`config.mk`:
```
export PLATFORM = sky130hd
export DESIGN_NAME = cw_capture_top
export DESIGN_NICKNAME = d
export VERILOG_FILES = /design/src/design/capture_pkg.sv /design/src/design/usb_bus_pkg.sv /design/src/design/cw_capture_top.sv /design/src/design/status_outputs.sv /design/src/design/capture_fifo.sv /design/src/design/ctrl_regs.sv /design/src/design/usb_reg_port.sv
export SDC_FILE = /design/constraint.sdc
export NUM_CORES = 1
export LEC_CHECK = 0
export BUFFER_PORTS_ARGS = -buffer_cell sky130_fd_sc_hd__clkbuf_2
export CAP_MARGIN = 10
export CORE_ASPECT_RATIO = 1.1
export CORE_MARGIN = 2
export CORE_UTILIZATION = 50
export DETAILED_ROUTE_END_ITERATION = 10
export PLACE_DENSITY = 0.67
export SYNTH_ARGS = -nofsm -noshare
export SYNTH_HDL_FRONTEND = slang
export SYNTH_HIERARCHICAL = 1
export SYNTH_SLANG_ARGS = --single-unit
```
`constraint.sdc`:
```
create_clock -name clk_usb_buf -period 5.53 [get_ports clk_usb_buf]
set_input_delay 1.106 -clock clk_usb_buf [delete_from_list [all_inputs] [get_ports clk_usb_buf]]
set_output_delay 1.106 -clock clk_usb_buf [all_outputs]
set_load 0.02 [all_outputs]
```
`src/design/capture_pkg.sv`:
```
package capture_pkg;

   // capture FIFO word
   localparam int unsigned WORD_W = 16;

   // source select codes, REG_CTRL source bit
   localparam logic SRC_TRACE = 1'b0;
   localparam logic SRC_LA    = 1'b1;

   // REG_DEBUG layout, view code lives in bits 3..0
   localparam int unsigned DBG_EN_BIT = 4;

   localparam logic [3:0] DBG_FLAGS   = 4'h0;  // strobes and fifo flags
   localparam logic [3:0] DBG_COUNT   = 4'h1;  // fifo word count
   localparam logic [3:0] DBG_LAST_WR = 4'h2;  // low byte of last accepted word

   // REG_STATUS bit positions, count sits in bits 7..3
   localparam int unsigned STAT_EMPTY = 0;
   localparam int unsigned STAT_FULL  = 1;
   localparam int unsigned STAT_OVF   = 2;

endpackage

```
`src/design/usb_bus_pkg.sv`:
```
package usb_bus_pkg;

   // microcontroller bus geometry
   localparam int unsigned ADDR_W = 8;
   localparam int unsigned DATA_W = 8;

   // register map
   localparam logic [ADDR_W-1:0] REG_CTRL        = 8'h20;  // source select and commands
   localparam logic [ADDR_W-1:0] REG_DEBUG       = 8'h21;  // debug enable and view code
   localparam logic [ADDR_W-1:0] REG_USERIO_DATA = 8'h22;
   localparam logic [ADDR_W-1:0] REG_USERIO_DIR  = 8'h23;  // 1 = driven by fpga
   localparam logic [ADDR_W-1:0] REG_STATUS      = 8'h24;  // read only
   localparam logic [ADDR_W-1:0] REG_FIFO_DATA   = 8'h25;  // bypasses register readback

   // REG_CTRL bit positions
   localparam int unsigned CTRL_SRC_BIT     = 0;  // level, reads back
   localparam int unsigned CTRL_FLUSH_BIT   = 1;  // self clearing
   localparam int unsigned CTRL_CLR_ERR_BIT = 2;  // self clearing

endpackage
```
`src/design/cw_capture_top.sv`:
```
module cw_capture_top #(
   parameter int FIFO_DEPTH = 16,  // power of two, 32 at most
   parameter int FLASH_DIV  = 8
) (
   input  logic                             clk_usb_buf,
   input  logic                             rst_n_i,
   input  logic [usb_bus_pkg::ADDR_W-1:0]   usb_addr_i,
   input  logic [usb_bus_pkg::DATA_W-1:0]   usb_data_i,
   input  logic                             usb_rdn_i,
   input  logic                             usb_wrn_i,
   input  logic                             usb_cen_i,
   output logic [usb_bus_pkg::DATA_W-1:0]   usb_data_o,
   output logic                             usb_data_oe_o,
   input  logic                             trace_wr_i,
   input  logic [capture_pkg::WORD_W-1:0]   trace_data_i,
   input  logic                             la_wr_i,
   input  logic [capture_pkg::WORD_W-1:0]   la_data_i,
   output logic                             led_err_o,
   output logic                             led_cap_o,
   output logic [7:0]                       userio_d_o,
   output logic [7:0]                       userio_oe_o
);

   logic [usb_bus_pkg::ADDR_W-1:0] reg_addr;
   logic [usb_bus_pkg::DATA_W-1:0] reg_wdata;
   logic [usb_bus_pkg::DATA_W-1:0] reg_rdata;
   logic                           reg_write;
   logic                           reg_read;
   logic                           fifo_rd_byte;
   logic [7:0]                     fifo_byte;
   logic                           src_sel;
   logic                           flush;
   logic                           clear_err;
   logic [5:0]                     fifo_count;
   logic                           fifo_full;
   logic                           fifo_empty;
   logic                           fifo_ovf;
   logic [capture_pkg::WORD_W-1:0] last_wr;
   logic                           debug_en;
   logic [3:0]                     debug_sel;
   logic [usb_bus_pkg::DATA_W-1:0] userio_data;
   logic [usb_bus_pkg::DATA_W-1:0] userio_dir;

   usb_reg_port u_usb_reg_port (
      .clk_usb_buf    (clk_usb_buf),
      .rst_n_i        (rst_n_i),
      .usb_addr_i     (usb_addr_i),
      .usb_data_i     (usb_data_i),
      .usb_rdn_i      (usb_rdn_i),
      .usb_wrn_i      (usb_wrn_i),
      .usb_cen_i      (usb_cen_i),
      .reg_rdata_i    (reg_rdata),
      .fifo_byte_i    (fifo_byte),
      .usb_data_o     (usb_data_o),
      .usb_data_oe_o  (usb_data_oe_o),
      .reg_addr_o     (reg_addr),
      .reg_wdata_o    (reg_wdata),
      .reg_write_o    (reg_write),
      .reg_read_o     (reg_read),
      .fifo_rd_byte_o (fifo_rd_byte)
   );

   ctrl_regs u_ctrl_regs (
      .clk_usb_buf    (clk_usb_buf),
      .rst_n_i        (rst_n_i),
      .reg_addr_i     (reg_addr),
      .reg_wdata_i    (reg_wdata),
      .reg_write_i    (reg_write),
      .fifo_count_i   (fifo_count),
      .fifo_full_i    (fifo_full),
      .fifo_empty_i   (fifo_empty),
      .fifo_ovf_i     (fifo_ovf),
      .reg_rdata_o    (reg_rdata),
      .src_sel_o      (src_sel),
      .flush_o        (flush),
      .clear_err_o    (clear_err),
      .debug_en_o     (debug_en),
      .debug_sel_o    (debug_sel),
      .userio_data_o  (userio_data),
      .userio_dir_o   (userio_dir)
   );

   capture_fifo #(
      .FIFO_DEPTH     (FIFO_DEPTH)
   ) u_capture_fifo (
      .clk_usb_buf    (clk_usb_buf),
      .rst_n_i        (rst_n_i),
      .src_sel_i      (src_sel),
      .trace_wr_i     (trace_wr_i),
      .trace_data_i   (trace_data_i),
      .la_wr_i        (la_wr_i),
      .la_data_i      (la_data_i),
      .flush_i        (flush),
      .clear_err_i    (clear_err),
      .rd_byte_i      (fifo_rd_byte),
      .byte_o         (fifo_byte),
      .count_o        (fifo_count),
      .full_o         (fifo_full),
      .empty_o        (fifo_empty),
      .ovf_o          (fifo_ovf),
      .last_wr_o      (last_wr)
   );

   status_outputs #(
      .FLASH_DIV      (FLASH_DIV)
   ) u_status_outputs (
      .clk_usb_buf    (clk_usb_buf),
      .rst_n_i        (rst_n_i),
      .fifo_ovf_i     (fifo_ovf),
      .fifo_empty_i   (fifo_empty),
      .fifo_full_i    (fifo_full),
      .fifo_count_i   (fifo_count),
      .last_wr_i      (last_wr),
      .reg_write_i    (reg_write),
      .reg_read_i     (reg_read),
      .debug_en_i     (debug_en),
      .debug_sel_i    (debug_sel),
      .userio_data_i  (userio_data),
      .userio_dir_i   (userio_dir),
      .led_err_o      (led_err_o),
      .led_cap_o      (led_cap_o),
      .userio_d_o     (userio_d_o),
      .userio_oe_o    (userio_oe_o)
   );

endmodule

```
`src/design/status_outputs.sv`:
```
module status_outputs #(
   parameter int FLASH_DIV = 8
) (
   input  logic                             clk_usb_buf,
   input  logic                             rst_n_i,
   input  logic                             fifo_ovf_i,
   input  logic                             fifo_empty_i,
   input  logic                             fifo_full_i,
   input  logic [5:0]                       fifo_count_i,
   input  logic [capture_pkg::WORD_W-1:0]   last_wr_i,
   input  logic                             reg_write_i,
   input  logic                             reg_read_i,
   input  logic                             debug_en_i,
   input  logic [3:0]                       debug_sel_i,
   input  logic [7:0]                       userio_data_i,
   input  logic [7:0]                       userio_dir_i,
   output logic                             led_err_o,
   output logic                             led_cap_o,
   output logic [7:0]                       userio_d_o,
   output logic [7:0]                       userio_oe_o
);

   localparam int CNT_W = (FLASH_DIV > 1) ? $clog2(FLASH_DIV) : 1;

   logic [CNT_W-1:0] flash_cnt;
   logic             flash_q;
   logic [7:0]       debug_view;

   // fast flash while the overflow flag stands
   always_ff @(posedge clk_usb_buf) begin
      if (!rst_n_i || !fifo_ovf_i) begin
         flash_cnt <= '0;
         flash_q   <= 1'b0;
      end else if (flash_cnt == CNT_W'(FLASH_DIV - 1)) begin
         flash_cnt <= '0;
         flash_q   <= ~flash_q;  // half period done
      end else begin
         flash_cnt <= flash_cnt + 1'b1;
      end
   end

   assign led_err_o = fifo_ovf_i & flash_q;
   assign led_cap_o = ~fifo_empty_i;

   always_comb begin
      case (debug_sel_i)
         capture_pkg::DBG_FLAGS:
            debug_view = {reg_write_i, reg_read_i, fifo_ovf_i, fifo_full_i, fifo_empty_i, 3'b000};
         capture_pkg::DBG_COUNT:   debug_view = {2'b00, fifo_count_i};
         capture_pkg::DBG_LAST_WR: debug_view = last_wr_i[7:0];
         default:                  debug_view = 8'h00;
      endcase
   end

   // debug view takes the whole header
   assign userio_d_o  = debug_en_i ? debug_view : userio_data_i;
   assign userio_oe_o = debug_en_i ? 8'hFF : userio_dir_i;

endmodule

```
`src/design/capture_fifo.sv`:
```
module capture_fifo #(
   parameter int FIFO_DEPTH = 16
) (
   input  logic                             clk_usb_buf,
   input  logic                             rst_n_i,
   input  logic                             src_sel_i,
   input  logic                             trace_wr_i,
   input  logic [capture_pkg::WORD_W-1:0]   trace_data_i,
   input  logic                             la_wr_i,
   input  logic [capture_pkg::WORD_W-1:0]   la_data_i,
   input  logic                             flush_i,
   input  logic                             clear_err_i,
   input  logic                             rd_byte_i,
   output logic [7:0]                       byte_o,
   output logic [5:0]                       count_o,
   output logic                             full_o,
   output logic                             empty_o,
   output logic                             ovf_o,
   output logic [capture_pkg::WORD_W-1:0]   last_wr_o
);

   localparam int AW = $clog2(FIFO_DEPTH);

   logic [capture_pkg::WORD_W-1:0] mem [FIFO_DEPTH];
   logic [AW-1:0]                  wr_ptr;
   logic [AW-1:0]                  rd_ptr;
   logic                           hi_phase;  // next readout byte is the high one
   logic                           wr_en;
   logic [capture_pkg::WORD_W-1:0] wr_data;
   logic [capture_pkg::WORD_W-1:0] head;
   logic                           push;
   logic                           pop;

   // only the selected source reaches the buffer
   assign wr_en   = (src_sel_i == capture_pkg::SRC_LA) ? la_wr_i : trace_wr_i;
   assign wr_data = (src_sel_i == capture_pkg::SRC_LA) ? la_data_i : trace_data_i;

   assign full_o  = (count_o == 6'(FIFO_DEPTH));
   assign empty_o = (count_o == '0);
   assign push    = wr_en && !full_o && !flush_i;
   assign pop     = rd_byte_i && hi_phase && !empty_o;  // after the high byte

   assign head   = mem[rd_ptr];
   assign byte_o = empty_o  ? 8'h00 :
                   hi_phase ? head[capture_pkg::WORD_W-1 -: 8] : head[7:0];

   always_ff @(posedge clk_usb_buf) begin
      if (push) begin
         mem[wr_ptr] <= wr_data;
         last_wr_o   <= wr_data;
      end
   end

   always_ff @(posedge clk_usb_buf) begin
      if (!rst_n_i || flush_i) begin
         wr_ptr   <= '0;
         rd_ptr   <= '0;
         count_o  <= '0;
         hi_phase <= 1'b0;
      end else begin
         if (push) begin
            wr_ptr <= wr_ptr + 1'b1;  // wraps, depth is a power of two
         end
         if (pop) begin
            rd_ptr <= rd_ptr + 1'b1;
         end
         if (rd_byte_i && !empty_o) begin
            hi_phase <= ~hi_phase;  // empty reads leave the phase alone
         end
         case ({push, pop})
            2'b10:   count_o <= count_o + 6'd1;
            2'b01:   count_o <= count_o - 6'd1;
            default: ;
         endcase
      end
   end

   // sticky overflow, flush keeps it
   always_ff @(posedge clk_usb_buf) begin
      if (!rst_n_i) begin
         ovf_o <= 1'b0;
      end else if (clear_err_i) begin
         ovf_o <= 1'b0;
      end else if (wr_en && full_o) begin
         ovf_o <= 1'b1;  // dropped word
      end
   end

endmodule

```
`src/design/ctrl_regs.sv`:
```
module ctrl_regs (
   input  logic                             clk_usb_buf,
   input  logic                             rst_n_i,
   input  logic [usb_bus_pkg::ADDR_W-1:0]   reg_addr_i,
   input  logic [usb_bus_pkg::DATA_W-1:0]   reg_wdata_i,
   input  logic                             reg_write_i,
   input  logic [5:0]                       fifo_count_i,
   input  logic                             fifo_full_i,
   input  logic                             fifo_empty_i,
   input  logic                             fifo_ovf_i,
   output logic [usb_bus_pkg::DATA_W-1:0]   reg_rdata_o,
   output logic                             src_sel_o,
   output logic                             flush_o,
   output logic                             clear_err_o,
   output logic                             debug_en_o,
   output logic [3:0]                       debug_sel_o,
   output logic [usb_bus_pkg::DATA_W-1:0]   userio_data_o,
   output logic [usb_bus_pkg::DATA_W-1:0]   userio_dir_o
);

   logic [usb_bus_pkg::DATA_W-1:0] debug_q;
   logic [usb_bus_pkg::DATA_W-1:0] ctrl_rd;
   logic [usb_bus_pkg::DATA_W-1:0] status_rd;
   logic                           ctrl_wr;

   assign ctrl_wr = reg_write_i && (reg_addr_i == usb_bus_pkg::REG_CTRL);

   always_ff @(posedge clk_usb_buf) begin
      if (!rst_n_i) begin
         src_sel_o     <= capture_pkg::SRC_TRACE;
         debug_q       <= '0;
         userio_data_o <= '0;
         userio_dir_o  <= '0;
      end else if (reg_write_i) begin
         case (reg_addr_i)
            usb_bus_pkg::REG_CTRL:        src_sel_o <= reg_wdata_i[usb_bus_pkg::CTRL_SRC_BIT];
            usb_bus_pkg::REG_DEBUG:       debug_q <= reg_wdata_i;
            usb_bus_pkg::REG_USERIO_DATA: userio_data_o <= reg_wdata_i;
            usb_bus_pkg::REG_USERIO_DIR:  userio_dir_o <= reg_wdata_i;
            default: ;  // status and fifo are read only
         endcase
      end
   end

   // command bits last one cycle, one cycle after the write pulse
   always_ff @(posedge clk_usb_buf) begin
      if (!rst_n_i) begin
         flush_o     <= 1'b0;
         clear_err_o <= 1'b0;
      end else begin
         flush_o     <= ctrl_wr && reg_wdata_i[usb_bus_pkg::CTRL_FLUSH_BIT];
         clear_err_o <= ctrl_wr && reg_wdata_i[usb_bus_pkg::CTRL_CLR_ERR_BIT];
      end
   end

   assign debug_en_o  = debug_q[capture_pkg::DBG_EN_BIT];
   assign debug_sel_o = debug_q[3:0];

   always_comb begin
      ctrl_rd                               = '0;
      ctrl_rd[usb_bus_pkg::CTRL_SRC_BIT]    = src_sel_o;  // command bits read as 0
      status_rd                             = '0;
      status_rd[7:3]                        = fifo_count_i[4:0];
      status_rd[capture_pkg::STAT_OVF]      = fifo_ovf_i;
      status_rd[capture_pkg::STAT_FULL]     = fifo_full_i;
      status_rd[capture_pkg::STAT_EMPTY]    = fifo_empty_i;
      case (reg_addr_i)
         usb_bus_pkg::REG_CTRL:        reg_rdata_o = ctrl_rd;
         usb_bus_pkg::REG_DEBUG:       reg_rdata_o = debug_q;
         usb_bus_pkg::REG_USERIO_DATA: reg_rdata_o = userio_data_o;
         usb_bus_pkg::REG_USERIO_DIR:  reg_rdata_o = userio_dir_o;
         usb_bus_pkg::REG_STATUS:      reg_rdata_o = status_rd;
         default:                      reg_rdata_o = '0;  // unmapped
      endcase
   end

endmodule

```
`src/design/usb_reg_port.sv`:
```
module usb_reg_port (
   input  logic                             clk_usb_buf,
   input  logic                             rst_n_i,
   input  logic [usb_bus_pkg::ADDR_W-1:0]   usb_addr_i,
   input  logic [usb_bus_pkg::DATA_W-1:0]   usb_data_i,
   input  logic                             usb_rdn_i,
   input  logic                             usb_wrn_i,
   input  logic                             usb_cen_i,
   input  logic [usb_bus_pkg::DATA_W-1:0]   reg_rdata_i,
   input  logic [usb_bus_pkg::DATA_W-1:0]   fifo_byte_i,
   output logic [usb_bus_pkg::DATA_W-1:0]   usb_data_o,
   output logic                             usb_data_oe_o,
   output logic [usb_bus_pkg::ADDR_W-1:0]   reg_addr_o,
   output logic [usb_bus_pkg::DATA_W-1:0]   reg_wdata_o,
   output logic                             reg_write_o,
   output logic                             reg_read_o,
   output logic                             fifo_rd_byte_o
);

   logic rdn_q;
   logic rdn_prev;
   logic wrn_q;
   logic wrn_prev;
   logic cen_q;
   logic rd_fall;
   logic wr_fall;

   // falling strobe while chip enable is low
   assign rd_fall = rdn_prev & ~rdn_q & ~cen_q;
   assign wr_fall = wrn_prev & ~wrn_q & ~cen_q;

   always_ff @(posedge clk_usb_buf) begin
      if (!rst_n_i) begin
         rdn_q    <= 1'b1;
         rdn_prev <= 1'b1;
         wrn_q    <= 1'b1;
         wrn_prev <= 1'b1;
         cen_q    <= 1'b1;
      end else begin
         rdn_q    <= usb_rdn_i;  // single sampling stage
         rdn_prev <= rdn_q;
         wrn_q    <= usb_wrn_i;
         wrn_prev <= wrn_q;
         cen_q    <= usb_cen_i;
      end
   end

   always_ff @(posedge clk_usb_buf) begin
      if (!rst_n_i) begin
         reg_write_o    <= 1'b0;
         reg_read_o     <= 1'b0;
         fifo_rd_byte_o <= 1'b0;
      end else begin
         reg_write_o    <= wr_fall;
         reg_read_o     <= rd_fall;
         fifo_rd_byte_o <= rd_fall && (usb_addr_i == usb_bus_pkg::REG_FIFO_DATA);
      end
   end

   // host holds address and data stable for the whole access
   always_ff @(posedge clk_usb_buf) begin
      if (rd_fall || wr_fall) begin
         reg_addr_o  <= usb_addr_i;
         reg_wdata_o <= usb_data_i;
      end
   end

   // fifo byte taken before the pop lands on the same edge
   always_ff @(posedge clk_usb_buf) begin
      if (reg_read_o) begin
         usb_data_o <= (reg_addr_o == usb_bus_pkg::REG_FIFO_DATA) ? fifo_byte_i : reg_rdata_i;
      end
   end

   always_ff @(posedge clk_usb_buf) begin
      if (!rst_n_i) begin
         usb_data_oe_o <= 1'b0;
      end else if (reg_read_o) begin
         usb_data_oe_o <= 1'b1;
      end else if (rdn_q) begin
         usb_data_oe_o <= 1'b0;  // released 2 cycles after rdn rises
      end
   end

endmodule

```
Word level (Yosys, flattened, before mapping)
Memory sizes are Yosys's and may differ from the RTL's. A register that Yosys moved wholly into a read port is not among the register bits.
Index checks and enable logic that the tools add are counted.

word-level totals
  latch bits = 0
  memory bits (writable) = 256
  input bits = 55
  output and inout port bits = 27
  memories = 1
  memory bits (read-only) = 0
  word-level logic and storage cells = 101
  register bits after elaboration = 88

operators by class
  magnitude comparators = 0
  bitwise logic cells = 12
  equal/unequal tests = 13
  reduce and logical (&&, ||, !) cells = 28
  shift-type cells = 0
  div/mod/pow operators = 0
  muxes and demuxes = 16
  add/subtract/negate cells = 5
  multipliers = 0

memories
  name                words  width  rd ports  clocked after Yosys merged registers in  write ports  line                text
  u_capture_fifo.mem  16     16     1         1                                        1            capture_fifo.sv:24  logic [capture_pkg::WORD_W-1:0] mem [FIFO_DEPTH];

operators with widths
  kind                   number
  $eq A8 B6 Y1 const B   7
  $mux W8                5
  $pmux W8 S5            1
  $pmux W8 S3            1
  $mux W16               1
  $pmux W6 S2            1
  $logic_and A1 B1 Y1    10
  $add A4 B1 Y4 const B  2
  $mux W4                2
  $reduce_and A2 Y1      4
  $not A1 Y1             7
  $add A6 B1 Y6 const B  1
  $eq A6 B5 Y1 const B   1
  $logic_not A6 Y1       1
  $sub A6 B1 Y6 const B  1
  $and A1 B1 Y1          5
  $logic_not A1 Y1       5
  $mux W1                5
  $eq A4 B1 Y1 const B   1
  $eq A4 B2 Y1 const B   1
  $logic_not A4 Y1       1
  $reduce_bool A2 Y1     2
  $reduce_or A2 Y1       2
  $add A3 B1 Y3 const B  1
  4 further kinds        6

Logic depth before layout (Yosys ltp)
Gate-level depths: netlist of the first run.

  depth in word-level cells = 6
  mapped depth = 13
  mapped depth without buffers = 11

By module
Netlist of the first run, hierarchy kept.

by module, submodules not included
  module          sequential area each (um^2)  cells each  times used  area each (um^2)
  capture_fifo    8568.2                       559         1           11633.7
  ctrl_regs       540.5                        162         1           1452.6
  usb_reg_port    900.9                        59          1           1141.1
  status_outputs  80.1                         56          1           425.4

Worst setup path before layout of the first run
No wires, ideal clock.

  kind = input-to-reg
  start = input la_wr_i
  end = register u_capture_fifo.count_o[4]
  path buffers = 1
  library setup time = 0.078 ns
  required time = 5.452 ns
  stages = 12
  arrival time = 4.131 ns
  setup slack = 1.321 ns
  cells stage by stage = mux2i_4 a311oi_4 inv_1 ha_1 buf_1 xor2_1 ha_1 a41o_1 a41oi_1 mux2_2 o31a_1 nor3_1

on the way
  cells in the longest elaborated chain, start to end = 5
  elaborated cells on any way between the ends = 7
  those cells by class = 2 x eq/ne; 2 x mux; 3 x reduce/logical

ends and longest elaborated chain
  element                                                   line                  text
  start, declared                                           cw_capture_top.sv:16  input logic la_wr_i,
  $mux W1 (*)                                               capture_fifo.sv:35    assign wr_en = (src_sel_i == capture_pkg::SRC_LA) ? la_wr_i : trace_wr_i;
  $logic_and A1 B1 Y1 (*) (2 in a row)                      capture_fifo.sv:40    assign push = wr_en && !full_o && !flush_i;
  named net u_capture_fifo.push                             capture_fifo.sv:31    logic push;
  $eq A2 B1 Y1 / $eq A2 B2 Y1 (equally long branches)       capture_fifo.sv:70    case ({push, pop})
  $pmux W6 S2 / $reduce_bool A2 Y1 (equally long branches)  --
  end signal, assigned                                      capture_fifo.sv:71    2'b10: count_o <= count_o + 6'd1;
  end signal, assigned                                      capture_fifo.sv:72    2'b01: count_o <= count_o - 6'd1;
  end, declared                                             capture_fifo.sv:15    output logic [5:0] count_o,

The timed path passes the listed nets; every way through them passes the cells marked *.
A chain may end at the register's enable or synchronous reset.

Worst setup path in the final report of the first run
  start = register u_capture_fifo.hi_phase
  end = register u_capture_fifo.count_o[4]

on the way
  cells in the longest elaborated chain, start to end = 4
  elaborated cells on any way between the ends = 6
  those cells by class = 2 x eq/ne; 1 x mux; 3 x reduce/logical

ends and longest elaborated chain
  element                                                   line                text
  start, declared                                           capture_fifo.sv:27  logic hi_phase;
  start signal, assigned                                    capture_fifo.sv:68  hi_phase <= ~hi_phase;
  $logic_and A1 B1 Y1 (*) (2 in a row)                      capture_fifo.sv:41  assign pop = rd_byte_i && hi_phase && !empty_o;
  named net u_capture_fifo.pop                              capture_fifo.sv:32  logic pop;
  $eq A2 B1 Y1 / $eq A2 B2 Y1 (equally long branches)       capture_fifo.sv:70
  $pmux W6 S2 / $reduce_bool A2 Y1 (equally long branches)  --

Marks and branches as above.

==> results of run 1 <==
==> worst max path at each step <==
stage                                  from                         to  cells after the start
floorplan                           la_wr_i  u_capture_fifo/count_o[4]                     12
global placement                    la_wr_i  u_capture_fifo/count_o[4]                     13
detailed placement                  la_wr_i  u_capture_fifo/count_o[4]                     13
CTS                 u_capture_fifo/hi_phase  u_capture_fifo/count_o[4]                     10
global route        u_capture_fifo/hi_phase  u_capture_fifo/count_o[4]                     10
finish              u_capture_fifo/hi_phase  u_capture_fifo/count_o[4]                     10
==> flip-flops by register name, indices dropped and copies added (netlist names), 3 cells and up, named ones only <==
signal,cells
u_ctrl_regs/debug_q,8
u_ctrl_regs/userio_data_o,8
u_capture_fifo/mem,256
u_ctrl_regs/userio_dir_o,8
u_capture_fifo/rd_ptr,4
u_capture_fifo/wr_ptr,4
u_usb_reg_port/usb_data_o,8
u_usb_reg_port/reg_wdata_o,8
u_capture_fifo/count_o,6
u_usb_reg_port/reg_addr_o,8
u_status_outputs/flash_cnt,3
u_capture_fifo/last_wr_o,8
==> metal layers <==
layer  vias up  routed length (um)  GRT usage
met5         -                   0          0
met4         0                 926     0.0734
met3        61                1600     0.0354
met2       234               15200      0.351
met1      3802               12700      0.263
li1       3425                   -          -
==> per-stage QoR <==
step | instance area, um2 | setup WS [ns] | std cells | hold WS (ns)
after CTS | 16500 | 1.72 | 1312 | 0.394
after detailed placement | 15200 | 1.39 | 1246 | 0.386
after global routing | 16500 | 1.45 | 1312 | 0.416
final | 16500 | 1.70 | 1312 | 0.389
after floorplan | 14400 | 1.54 | 828 | 0.373
after global placement | 15200 | 1.45 | 1246 | 0.375
==> power groups by stage <==
stage / Sequential, W / Combinational, W / Clock (W)
floorplan: 0.00294 / 0.000104 / 0
global placement: 0.00295 / 0.000169 / 0
detailed placement: 0.00295 / 0.000172 / 0
CTS: 0.00289 / 0.000173 / 0.00254
global route: 0.00290 / 0.000187 / 0.00265
finish: 0.00289 / 0.000171 / 0.00250
==> cell type report <==
cell class | count | area (um2) | area share
multi-input combinational | 416 | 4310 | 0.262
sequential | 348 | 9850 | 0.598
clock buffer | 42 | 987 | 0.0599
tap | 368 | 460 | 0.0280
clock inverter | 24 | 253 | 0.0153
timing repair buffer | 99 | 553 | 0.0336
inverter | 15 | 56.3 | 0.00342
==> critical path, delay by kind of cell, from the launching register on <==
kind / cells / cell delay [ns]
compound gates: 4 / 1.20
xor+xnor: 1 / 0.17
fa+ha+maj: 2 / 0.77
flops: 1 / 0.83
mux: 1 / 0.39
simple gates: 2 / 0.39
==> impl_results.md, run 1 <==
* Effective utilization at floorplan at 0.505
* Class of the most critical setup path: reg2reg
* CP cell instances: nand2_1 > a21oi_2 > ha_1 > xor2_1 > ha_1 > a41o_1 > a41oi_1 > mux2_2 > o31a_1 > nor3_1
* Hold endpoint: u_capture_fifo/ovf_o
* CTS Buf Count at 37
* Final core utilization at 0.577
* Number of vias after detailed routing at 7522
* Ports placed on the boundary at 82
* Library cell appearing most often on the critical path: ha_1
* Per-instance average area after synthesis at 17.4 um2
* Leading cell types in the layout, fill and taps excluded: edfxtp_1, clkbuf_2, mux4_2
* Final count of pins violating max slew at 0
* Final weighted congestion of routability-driven global placement at 0.834
* Comb power frac at 0.031
* Total Routing Usage GR at 0.204
* Die Y at 182 um
* Worst path required time at 5.95 ns
* Final-layout setup total negative slack at 0 ns
* Most frequent standard cell in the layout excluding fill and tap cells: edfxtp_1
* Warnings, synthesis at 6
* Die width at 166 um
* Hold Crit Depth at 1
* Worst Path Max Fanout at 14
* CTS resizes at 0
* Via count of the first global-routing pass at 7771
* Power per standard cell area at 338 nW/um2
* Setup violation total in the final timing report at 0
* Number of diodes added for antenna fixing at 0
* Total chip power at 0.00556 W
* Final cycle utilization of the critical path at 0.693
* Ratio of cells with drive above 1 in the final layout at 0.309
* Data arrival time of the critical path at 4.25 ns
* Final Hold Violating Endpoints at 0
* PortBufs at 81
* Layout overhead on the synthesized area at 14.3%
* Clock tree from TritonCTS: yes
* Vias per inst at 5.73
* Routed wire length at 30.5 mm
* Synthesized Nets at 892
* WL/cell at 23.3 um
* Reg-to-reg setup timing slack at 1.70 ns
* Outcome: complete, no violations
* Antenna violations before repair at 0
* Internal at 0.00445 W
* Max-cap violations at 0
* Worst hold path type: reg2reg
* R2r startpoint: u_capture_fifo/hi_phase
* Pin count of the biggest net entering global routing at 65
* Antenna Violating Nets Remaining at 0
* Gate count of the mapped netlist at 828
* HPWL Detailed at 18.6 mm
* Sink count of the clock tree at 348
* Normalized max-slew margin at 0.173
* Root buffer cell: clkbuf_16
* Iteration-0 DRC Markers at 741
* Post-CTS Repair Setup Buffers at 0
* H-tree depth at 2
* Number of DRC violations after detailed routing at 0
* Total global routing overflow at 0
* Unrepaired setup endpoints after global routing: no
* Net load switching power at 0.00111 W
* Reg-to-reg endpoint: u_capture_fifo/count_o[4]
* Filler cells at 2128
* Die footprint at 30200 um2
* Synthesized area at 14400 um2
* Power share of the clock group at 0.449
* Global-route wire length before repair at 46.3 mm
* Worst clock skew at 0.0211 ns
* Iteration count of the initial detailed-routing pass at 5
* # nets final at 981
* Setup crit start kind: register
* Rows at 65
* Maximum clock frequency at 261 MHz
* Category of the worst setup path capture point: register
* Area of the core at 28500 um2
* Insertion delay to the later sink of the worst-skew pair at 0.52 ns
* Worst Min Path Start: u_ctrl_regs/clear_err_o
* R2r worst-path depth at 10
* Clock Pin Slew Worst Setup and Hold Paths at 0.06 ns
* Fraction of power consumed by sequential logic at 0.520
* Switching portion of total power at 0.199
* Actual transition at the worst max-transition pin at 1.24 ns
* Clock period minus final worst setup slack at 3.83 ns
* Maximum buffer depth of the clock tree at 3
* CP max-delay cell: dfxtp_1
* Highest ir drop seen on vdd at 0.296 mV
* Static power due to leakage at 5.41 nW
* Count of hold buffers inserted by post-cts repair at 0
* Critical Path Max Stage Delay at 0.83 ns
No activity file was read; power rests on OpenSTA's default activity.
==> inputs of run 2 (changes only) <==
clock period = 3.75 ns   (was 5.53 ns; I/O delays follow)
==> run 2 against run 1 <==
  * Clock-buffer cell count grew 5
  * Non-clock buffer count increased by 16
  * Hold slack better by 0.0043 ns
  * Largest power group unchanged
  * Via count increased by 1.8%
  * Power grew 50%
  * Routed wire length is 1.3% higher
  * Combinational power grew 53%
  * Cell area rose by 1.5%
  * Critical path type unchanged
  * Clock power rose by 53%
  * Clock skew decreased by 0.0068 ns
  * Die area unchanged
==> impl_results.md, run 2 (synthesis results as in run 1) <==
* Area taken by flip-flops and latches at 9850 um2 (unchanged)
* Insertion delay to the later sink of the worst-skew pair at 0.52 ns (about the same)
* Worst hold path type: reg2reg
* Die footprint at 30200 um2 (unchanged)
* Post-CTS Repair Setup Buffers at 0 (unchanged)
* CTS Buf Count at 37 (unchanged)
* Outcome: complete, no violations
* Max-cap violations at 0 (unchanged)
* Layout overhead on the synthesized area at 16.0%
* Iteration-0 DRC Markers at 769 (+3.8%)
* Setup crit start kind: register
* Ports placed on the boundary at 82 (unchanged)
* R2r worst-path depth at 11 (+1)
* Sink count of the clock tree at 348 (unchanged)
* Final Hold Violating Endpoints at 0 (unchanged)
* Unrepaired setup endpoints after global routing: no
* Antenna violations before repair at 0 (unchanged)
* Total Routing Usage GR at 0.207 (+0.00332)
* Category of the worst setup path capture point: register
* Largest reg by FF count: u_capture_fifo/mem
* Worst clock skew at 0.0143 ns (-0.00676 ns)
* Most frequent standard cell in the layout excluding fill and tap cells: edfxtp_1
* Reg-to-reg setup timing slack at 0.58 ns (-1.12 ns)
* H-tree depth at 2 (unchanged)
* Static power due to leakage at 5.53 nW (+2.2%)
* Leading cell types in the layout, fill and taps excluded: edfxtp_1, clkbuf_2, mux4_2
* Effective utilization at floorplan at 0.505 (unchanged)
* Worst Min Path Start: u_ctrl_regs/clear_err_o
* Number of diodes added for antenna fixing at 0 (unchanged)
* CTS resizes at 0 (unchanged)
* HPWL Detailed at 19.1 mm (+2.6%)
* Data arrival time of the critical path at 3.60 ns (-0.65 ns)
* Post-placement setup slack at 0.417 ns (-0.973 ns)
* Final core utilization at 0.586 (+0.00881)
* WL/cell at 23.2 um (about the same)
* Power per standard cell area at 500 nW/um2 (+48%)
* Number of vias after detailed routing at 7660 (+1.8%)
* Vias per inst at 5.76 (+0.46%)
* Largest register FFs at 256 (unchanged)
* Family with the most delay on the worst path: compound AO/OA/AOI/OAI gates
* Total global routing overflow at 0 (unchanged)
* Count of hold buffers inserted by post-cts repair at 0 (unchanged)
* Final-layout setup total negative slack at 0 ns (unchanged)
* Setup violation total in the final timing report at 0 (unchanged)
* Highest ir drop seen on vdd at 0.375 mV (+27%)
* Hold endpoint: u_capture_fifo/ovf_o
* Routed wire length at 30.9 mm (+1.3%)
* Worst Path Max Fanout at 11 (-3)
* CP max-delay cell: nor4_4
* Die Y at 182 um (unchanged)
* Count of buffering cells on the critical path with inverters included at 1 (+1)
* Normalized max-slew margin at 0.282 (+0.109)
* Rows at 65 (unchanged)
* R2r startpoint: u_capture_fifo/count_o[1]
* Setup slack after layout at 0.582 ns (-1.12 ns)
* Number of DRC violations after detailed routing at 0 (unchanged)
* Worst path required time at 4.18 ns (-1.77 ns)
* PortBufs at 81 (unchanged)
* Antenna Violating Nets Remaining at 0 (unchanged)
* Clock tree from TritonCTS: yes
* Library cell appearing most often on the critical path: ha_1
* Reg-to-reg endpoint: u_capture_fifo/count_o[4]
* Pin count of the biggest net entering global routing at 65 (unchanged)
* Class of the most critical setup path: reg2reg
* Final cycle utilization of the critical path at 0.845 (+0.152)
* Actual transition at the worst max-transition pin at 1.08 ns (-0.163 ns)
* Ratio of cells with drive above 1 in the final layout at 0.325 (+0.0160)
* CP cell instances: nor4_4 > a21oi_2 > buf_4 > ha_1 > xor2_1 > ha_1 > a41o_1 > a41oi_1 > mux2_2 > o31a_1 > nor3_1
* Filler cells at 2138 (+0.47%)
* Clock Pin Slew Worst Setup and Hold Paths at 0.06 ns (about the same)
* Maximum buffer depth of the clock tree at 3 (unchanged)
* Final count of pins violating max slew at 0 (unchanged)
* Area of the multi-input gates at 4310 um2 (unchanged)
* Iteration count of the initial detailed-routing pass at 5 (unchanged)
* Via count of the first global-routing pass at 7730 (-0.53%)
* Number of logic stages on the critical path including buffering at 11 (+1)
* Maximum clock frequency at 316 MHz (+21%)
* Global-route wire length before repair at 47.0 mm (+1.5%)
* Clock period minus final worst setup slack at 3.17 ns (-0.665 ns)
* Final weighted congestion of routability-driven global placement at 0.849 (+1.8%)
* Root buffer cell: clkbuf_16
* Hold Crit Depth at 1 (unchanged)
* # nets final at 997 (+1.6%)
* Critical Path Max Stage Delay at 0.48 ns (-0.35 ns)
* Die width at 166 um (unchanged)
* Area of the core at 28500 um2 (unchanged)
-- run 2: layout make-up --
cell class,instances,share of cell area
flip-flops and latches,348,0.589
multi-input cells,416,0.258
repair buffers,115,0.0447
clock inverters,21,0.0162
well taps,368,0.0275
clock buffers,47,0.0613
inverters,15,0.00337
-- run 2: worst max path at each step --
stage	startpoint	to	slack [ns]
floorplan	la_wr_i	u_capture_fifo/count_o[4]	0.11
global placement	la_wr_i	u_capture_fifo/count_o[4]	0.45
detailed placement	la_wr_i	u_capture_fifo/count_o[4]	0.42
CTS	u_capture_fifo/count_o[1]	u_capture_fifo/count_o[4]	0.60
global route	u_capture_fifo/count_o[1]	u_capture_fifo/count_o[4]	0.42
finish	u_capture_fifo/count_o[1]	u_capture_fifo/count_o[4]	0.58
-- run 2: report_power, final --
| group | internal (W) | total (W) | switching, W |
|---|---|---|---|
| Combinational | 0.000103 | 0.000262 | 0.000159 |
| Clock | 0.00236 | 0.00383 | 0.00147 |
| Sequential | 0.00424 | 0.00427 | 0.0000301 |
| Total | 0.00670 | 0.00835 | 0.00165 |
-- run 2: layer usage --
layer | up-vias | global-route usage | wire length, um
li1 | 3468 | - | -
met1 | 3878 | 0.264 | 12600
met2 | 254 | 0.359 | 15500
met3 | 60 | 0.0325 | 1710
met4 | 0 | 0.0814 | 1150
met5 | - | 0 | 0
-- run 2: through the flow --
stage | power (W) | std cells | area [um2] | hold slack, ns
2_1_floorplan | 0.00449 | 828 | 14400 | 0.373
3_3_place_gp | 0.00460 | 1262 | 15400 | 0.387
4_1_cts | 0.00844 | 1330 | 16700 | 0.392
6_report | 0.00835 | 1330 | 16700 | 0.393
3_5_place_dp | 0.00461 | 1262 | 15400 | 0.382
5_1_grt | 0.00861 | 1330 | 16700 | 0.396
==> inputs of run 3 (changes only) <==
PLACE_DENSITY = 0.7   (was 0.67)
clock period = 2.8 ns   (was 3.75 ns; I/O delays follow)
==> run 3 against run 2 <==
  * Sequential share of layout area is 0.13 points lower
  * Via count is 2.0% higher
  * Combinational power is 41% higher
  * Clock skew is 0.0017 ns higher
  * Cell area is 0.29% higher
  * First-iteration DRC count is 18% lower
==> impl_results.md, run 3 (synthesis results as in run 1) <==
* Outcome: complete, no violations
* Vias per inst at 5.75 (-0.12%)
* Normalized max-slew margin at 0.585 (+0.303)
* Pin count of the biggest net entering global routing at 44 (-32%)
* Global-route wire length before repair at 47.0 mm (+0.12%)
* Total chip power at 0.0106 W (+26%)
* Largest reg by FF count: u_capture_fifo/mem
* PortBufs at 81 (unchanged)
* Total global routing overflow at 0 (unchanged)
* Clock tree from TritonCTS: yes
* Global routing met2 resource utilization at 0.346 (-0.0131)
* Area of the core at 28500 um2 (unchanged)
* Max-cap violations at 0 (unchanged)
* Setup crit start kind: register
* HPWL Detailed at 20.2 mm (+5.8%)
* WL/cell at 22.4 um (-3.6%)
* Category of the worst setup path capture point: register
* Sink count of the clock tree at 348 (unchanged)
* Via count of the first global-routing pass at 7920 (+2.5%)
* Total Routing Usage GR at 0.205 (-0.00205)
* Worst clock skew at 0.0160 ns (+0.00171 ns)
* Number of DRC violations after detailed routing at 0 (unchanged)
* # nets final at 1027 (+3.0%)
* Worst Path Max Fanout at 5 (-6)
* Ratio of cells with drive above 1 in the final layout at 0.352 (+0.0262)
* Rows at 65 (unchanged)
* Antenna Violating Nets Remaining at 0 (unchanged)
* Clock Pin Slew Worst Setup and Hold Paths at 0.06 ns (about the same)
* Worst path required time at 3.23 ns (-0.95 ns)
* Met3 demand-to-capacity share in global routing at 0.0373 (+0.00477)
* Die width at 166 um (unchanged)
* Most used routing layer in global routing: met2
* Root buffer cell: clkbuf_16
* Static power due to leakage at 5.60 nW (+1.4%)
* Layout overhead on the synthesized area at 16.4%
* Largest register FFs at 256 (unchanged)
* Final cycle utilization of the critical path at 0.943 (+0.0981)
* Die Y at 182 um (unchanged)
* Met1 Usage GRT at 0.274 (+0.0100)
* Clock period minus final worst setup slack at 2.64 ns (-0.528 ns)
* Unrepaired setup endpoints after global routing: no
* Setup violation total in the final timing report at 0 (unchanged)
* Class of the most critical setup path: reg2reg
* Iteration-0 DRC Markers at 632 (-18%)
* Final weighted congestion of routability-driven global placement at 0.844 (-0.59%)
* Most frequent standard cell in the layout excluding fill and tap cells: edfxtp_1
* Antenna violations before repair at 0 (unchanged)
* Final-layout setup total negative slack at 0 ns (unchanged)
* Worst hold path type: in2reg
* Routed wire length at 30.4 mm (-1.5%)
* Highest ir drop seen on vdd at 0.570 mV (+52%)
* Die footprint at 30200 um2 (unchanged)
* Effective utilization at floorplan at 0.505 (unchanged)
* Power per standard cell area at 630 nW/um2 (+26%)
* Iteration count of the initial detailed-routing pass at 5 (unchanged)
* CTS Buf Count at 37 (unchanged)
* Worst hold margin at 0.228 ns (-0.165 ns)
* Leading cell types in the layout, fill and taps excluded: edfxtp_1, clkbuf_2, mux4_2
* Final count of pins violating max slew at 0 (unchanged)
* Count of hold buffers inserted by post-cts repair at 0 (unchanged)
* Number of diodes added for antenna fixing at 0 (unchanged)
* Maximum clock frequency at 379 MHz (+20%)
* Final Hold Violating Endpoints at 0 (unchanged)
* Data arrival time of the critical path at 3.07 ns (-0.53 ns)
* Number of vias after detailed routing at 7812 (+2.0%)
* Insertion delay to the later sink of the worst-skew pair at 0.52 ns (about the same)
* Ports placed on the boundary at 82 (unchanged)
* Actual transition at the worst max-transition pin at 0.621 ns (-0.456 ns)
* H-tree depth at 2 (unchanged)
* Maximum buffer depth of the clock tree at 3 (unchanged)
## run 3: changes by cell type in the layout (fill, tap and decap cells not counted), moves of 3 or more
cell / before / now
buf_4: 27 / 59
bufinv_16: 6 / 1
dfxtp_1: 58 / 53
dfxtp_2: 1 / 6
clkinv_2: 4 / 7
## run 3: worst paths after layout
| kind | start | endpoint | slack, ns | depth (start not counted) |
|---|---|---|---|---|
| setup / recovery | u_capture_fifo/count_o[1] | u_capture_fifo/count_o[4] | 0.16 | 12 |
| setup reg to reg | u_capture_fifo/count_o[1] | u_capture_fifo/count_o[4] | 0.16 | 12 |
| hold / removal | usb_data_i[4] | u_usb_reg_port/reg_wdata_o[4] | 0.23 | 1 |
| hold reg to reg | u_ctrl_regs/clear_err_o | u_capture_fifo/ovf_o | 0.39 | 1 |
## run 3: stage by stage
stage | instances | util | setup WS [ns] | area, um2
6_report | 1358 | 0.588 | 0.160 | 16800
3_3_place_gp | 1290 | 0.548 | 0.0411 | 15600
2_1_floorplan | 828 | - | -0.296 | 14500
5_1_grt | 1358 | 0.588 | 0.00286 | 16800
4_1_cts | 1356 | 0.587 | 0.140 | 16800
3_5_place_dp | 1290 | 0.548 | 0.00935 | 15600
## run 3: what timing repair did
| item | 4_1_cts | 5_1_grt |
|---|---|---|
| setup buffers | 0 | 2 |
| resized for setup | 0 | 3 |
| setup endpoints to repair | 0 | 1 |
## run 3: cell type report
class	instances	area [um2]
Clock inverter	20	139
Timing Repair Buffer	145	948
Fill cell	2139	11800
Multi-Input combinational cell	416	4340
Inverter	15	56.3
Clock buffer	46	970
Sequential cell	348	9860
Tap cell	368	460
## run 3: metal layers
layer | wire length [um] | share of wire | vias to the layer above
li1 | - | - | 3523
met1 | 12700 | 0.42 | 3941
met2 | 15200 | 0.50 | 290
met3 | 1830 | 0.060 | 58
met4 | 728 | 0.024 | 0
met5 | 0 | 0 | -
## run 3: worst max-delay path: stages, from the launching register on
cell      delay [ns]
dfxtp_2         0.35
nor4_4          0.05
buf_4           0.15
a311oi_4        0.29
inv_1           0.08
ha_2            0.21
xor2_2          0.15
ha_2            0.17
a41o_1          0.21
a41oi_2         0.21
mux2_4          0.33
o31a_1          0.24
nor3_1          0.13
## run 3: report_power, final
group	leakage (nW)	internal (W)	total, W	switching, W
logic	1.96	0.000142	0.000369	0.000228
clock network	0.540	0.00256	0.00448	0.00192
registers	3.10	0.00567	0.00570	0.0000311
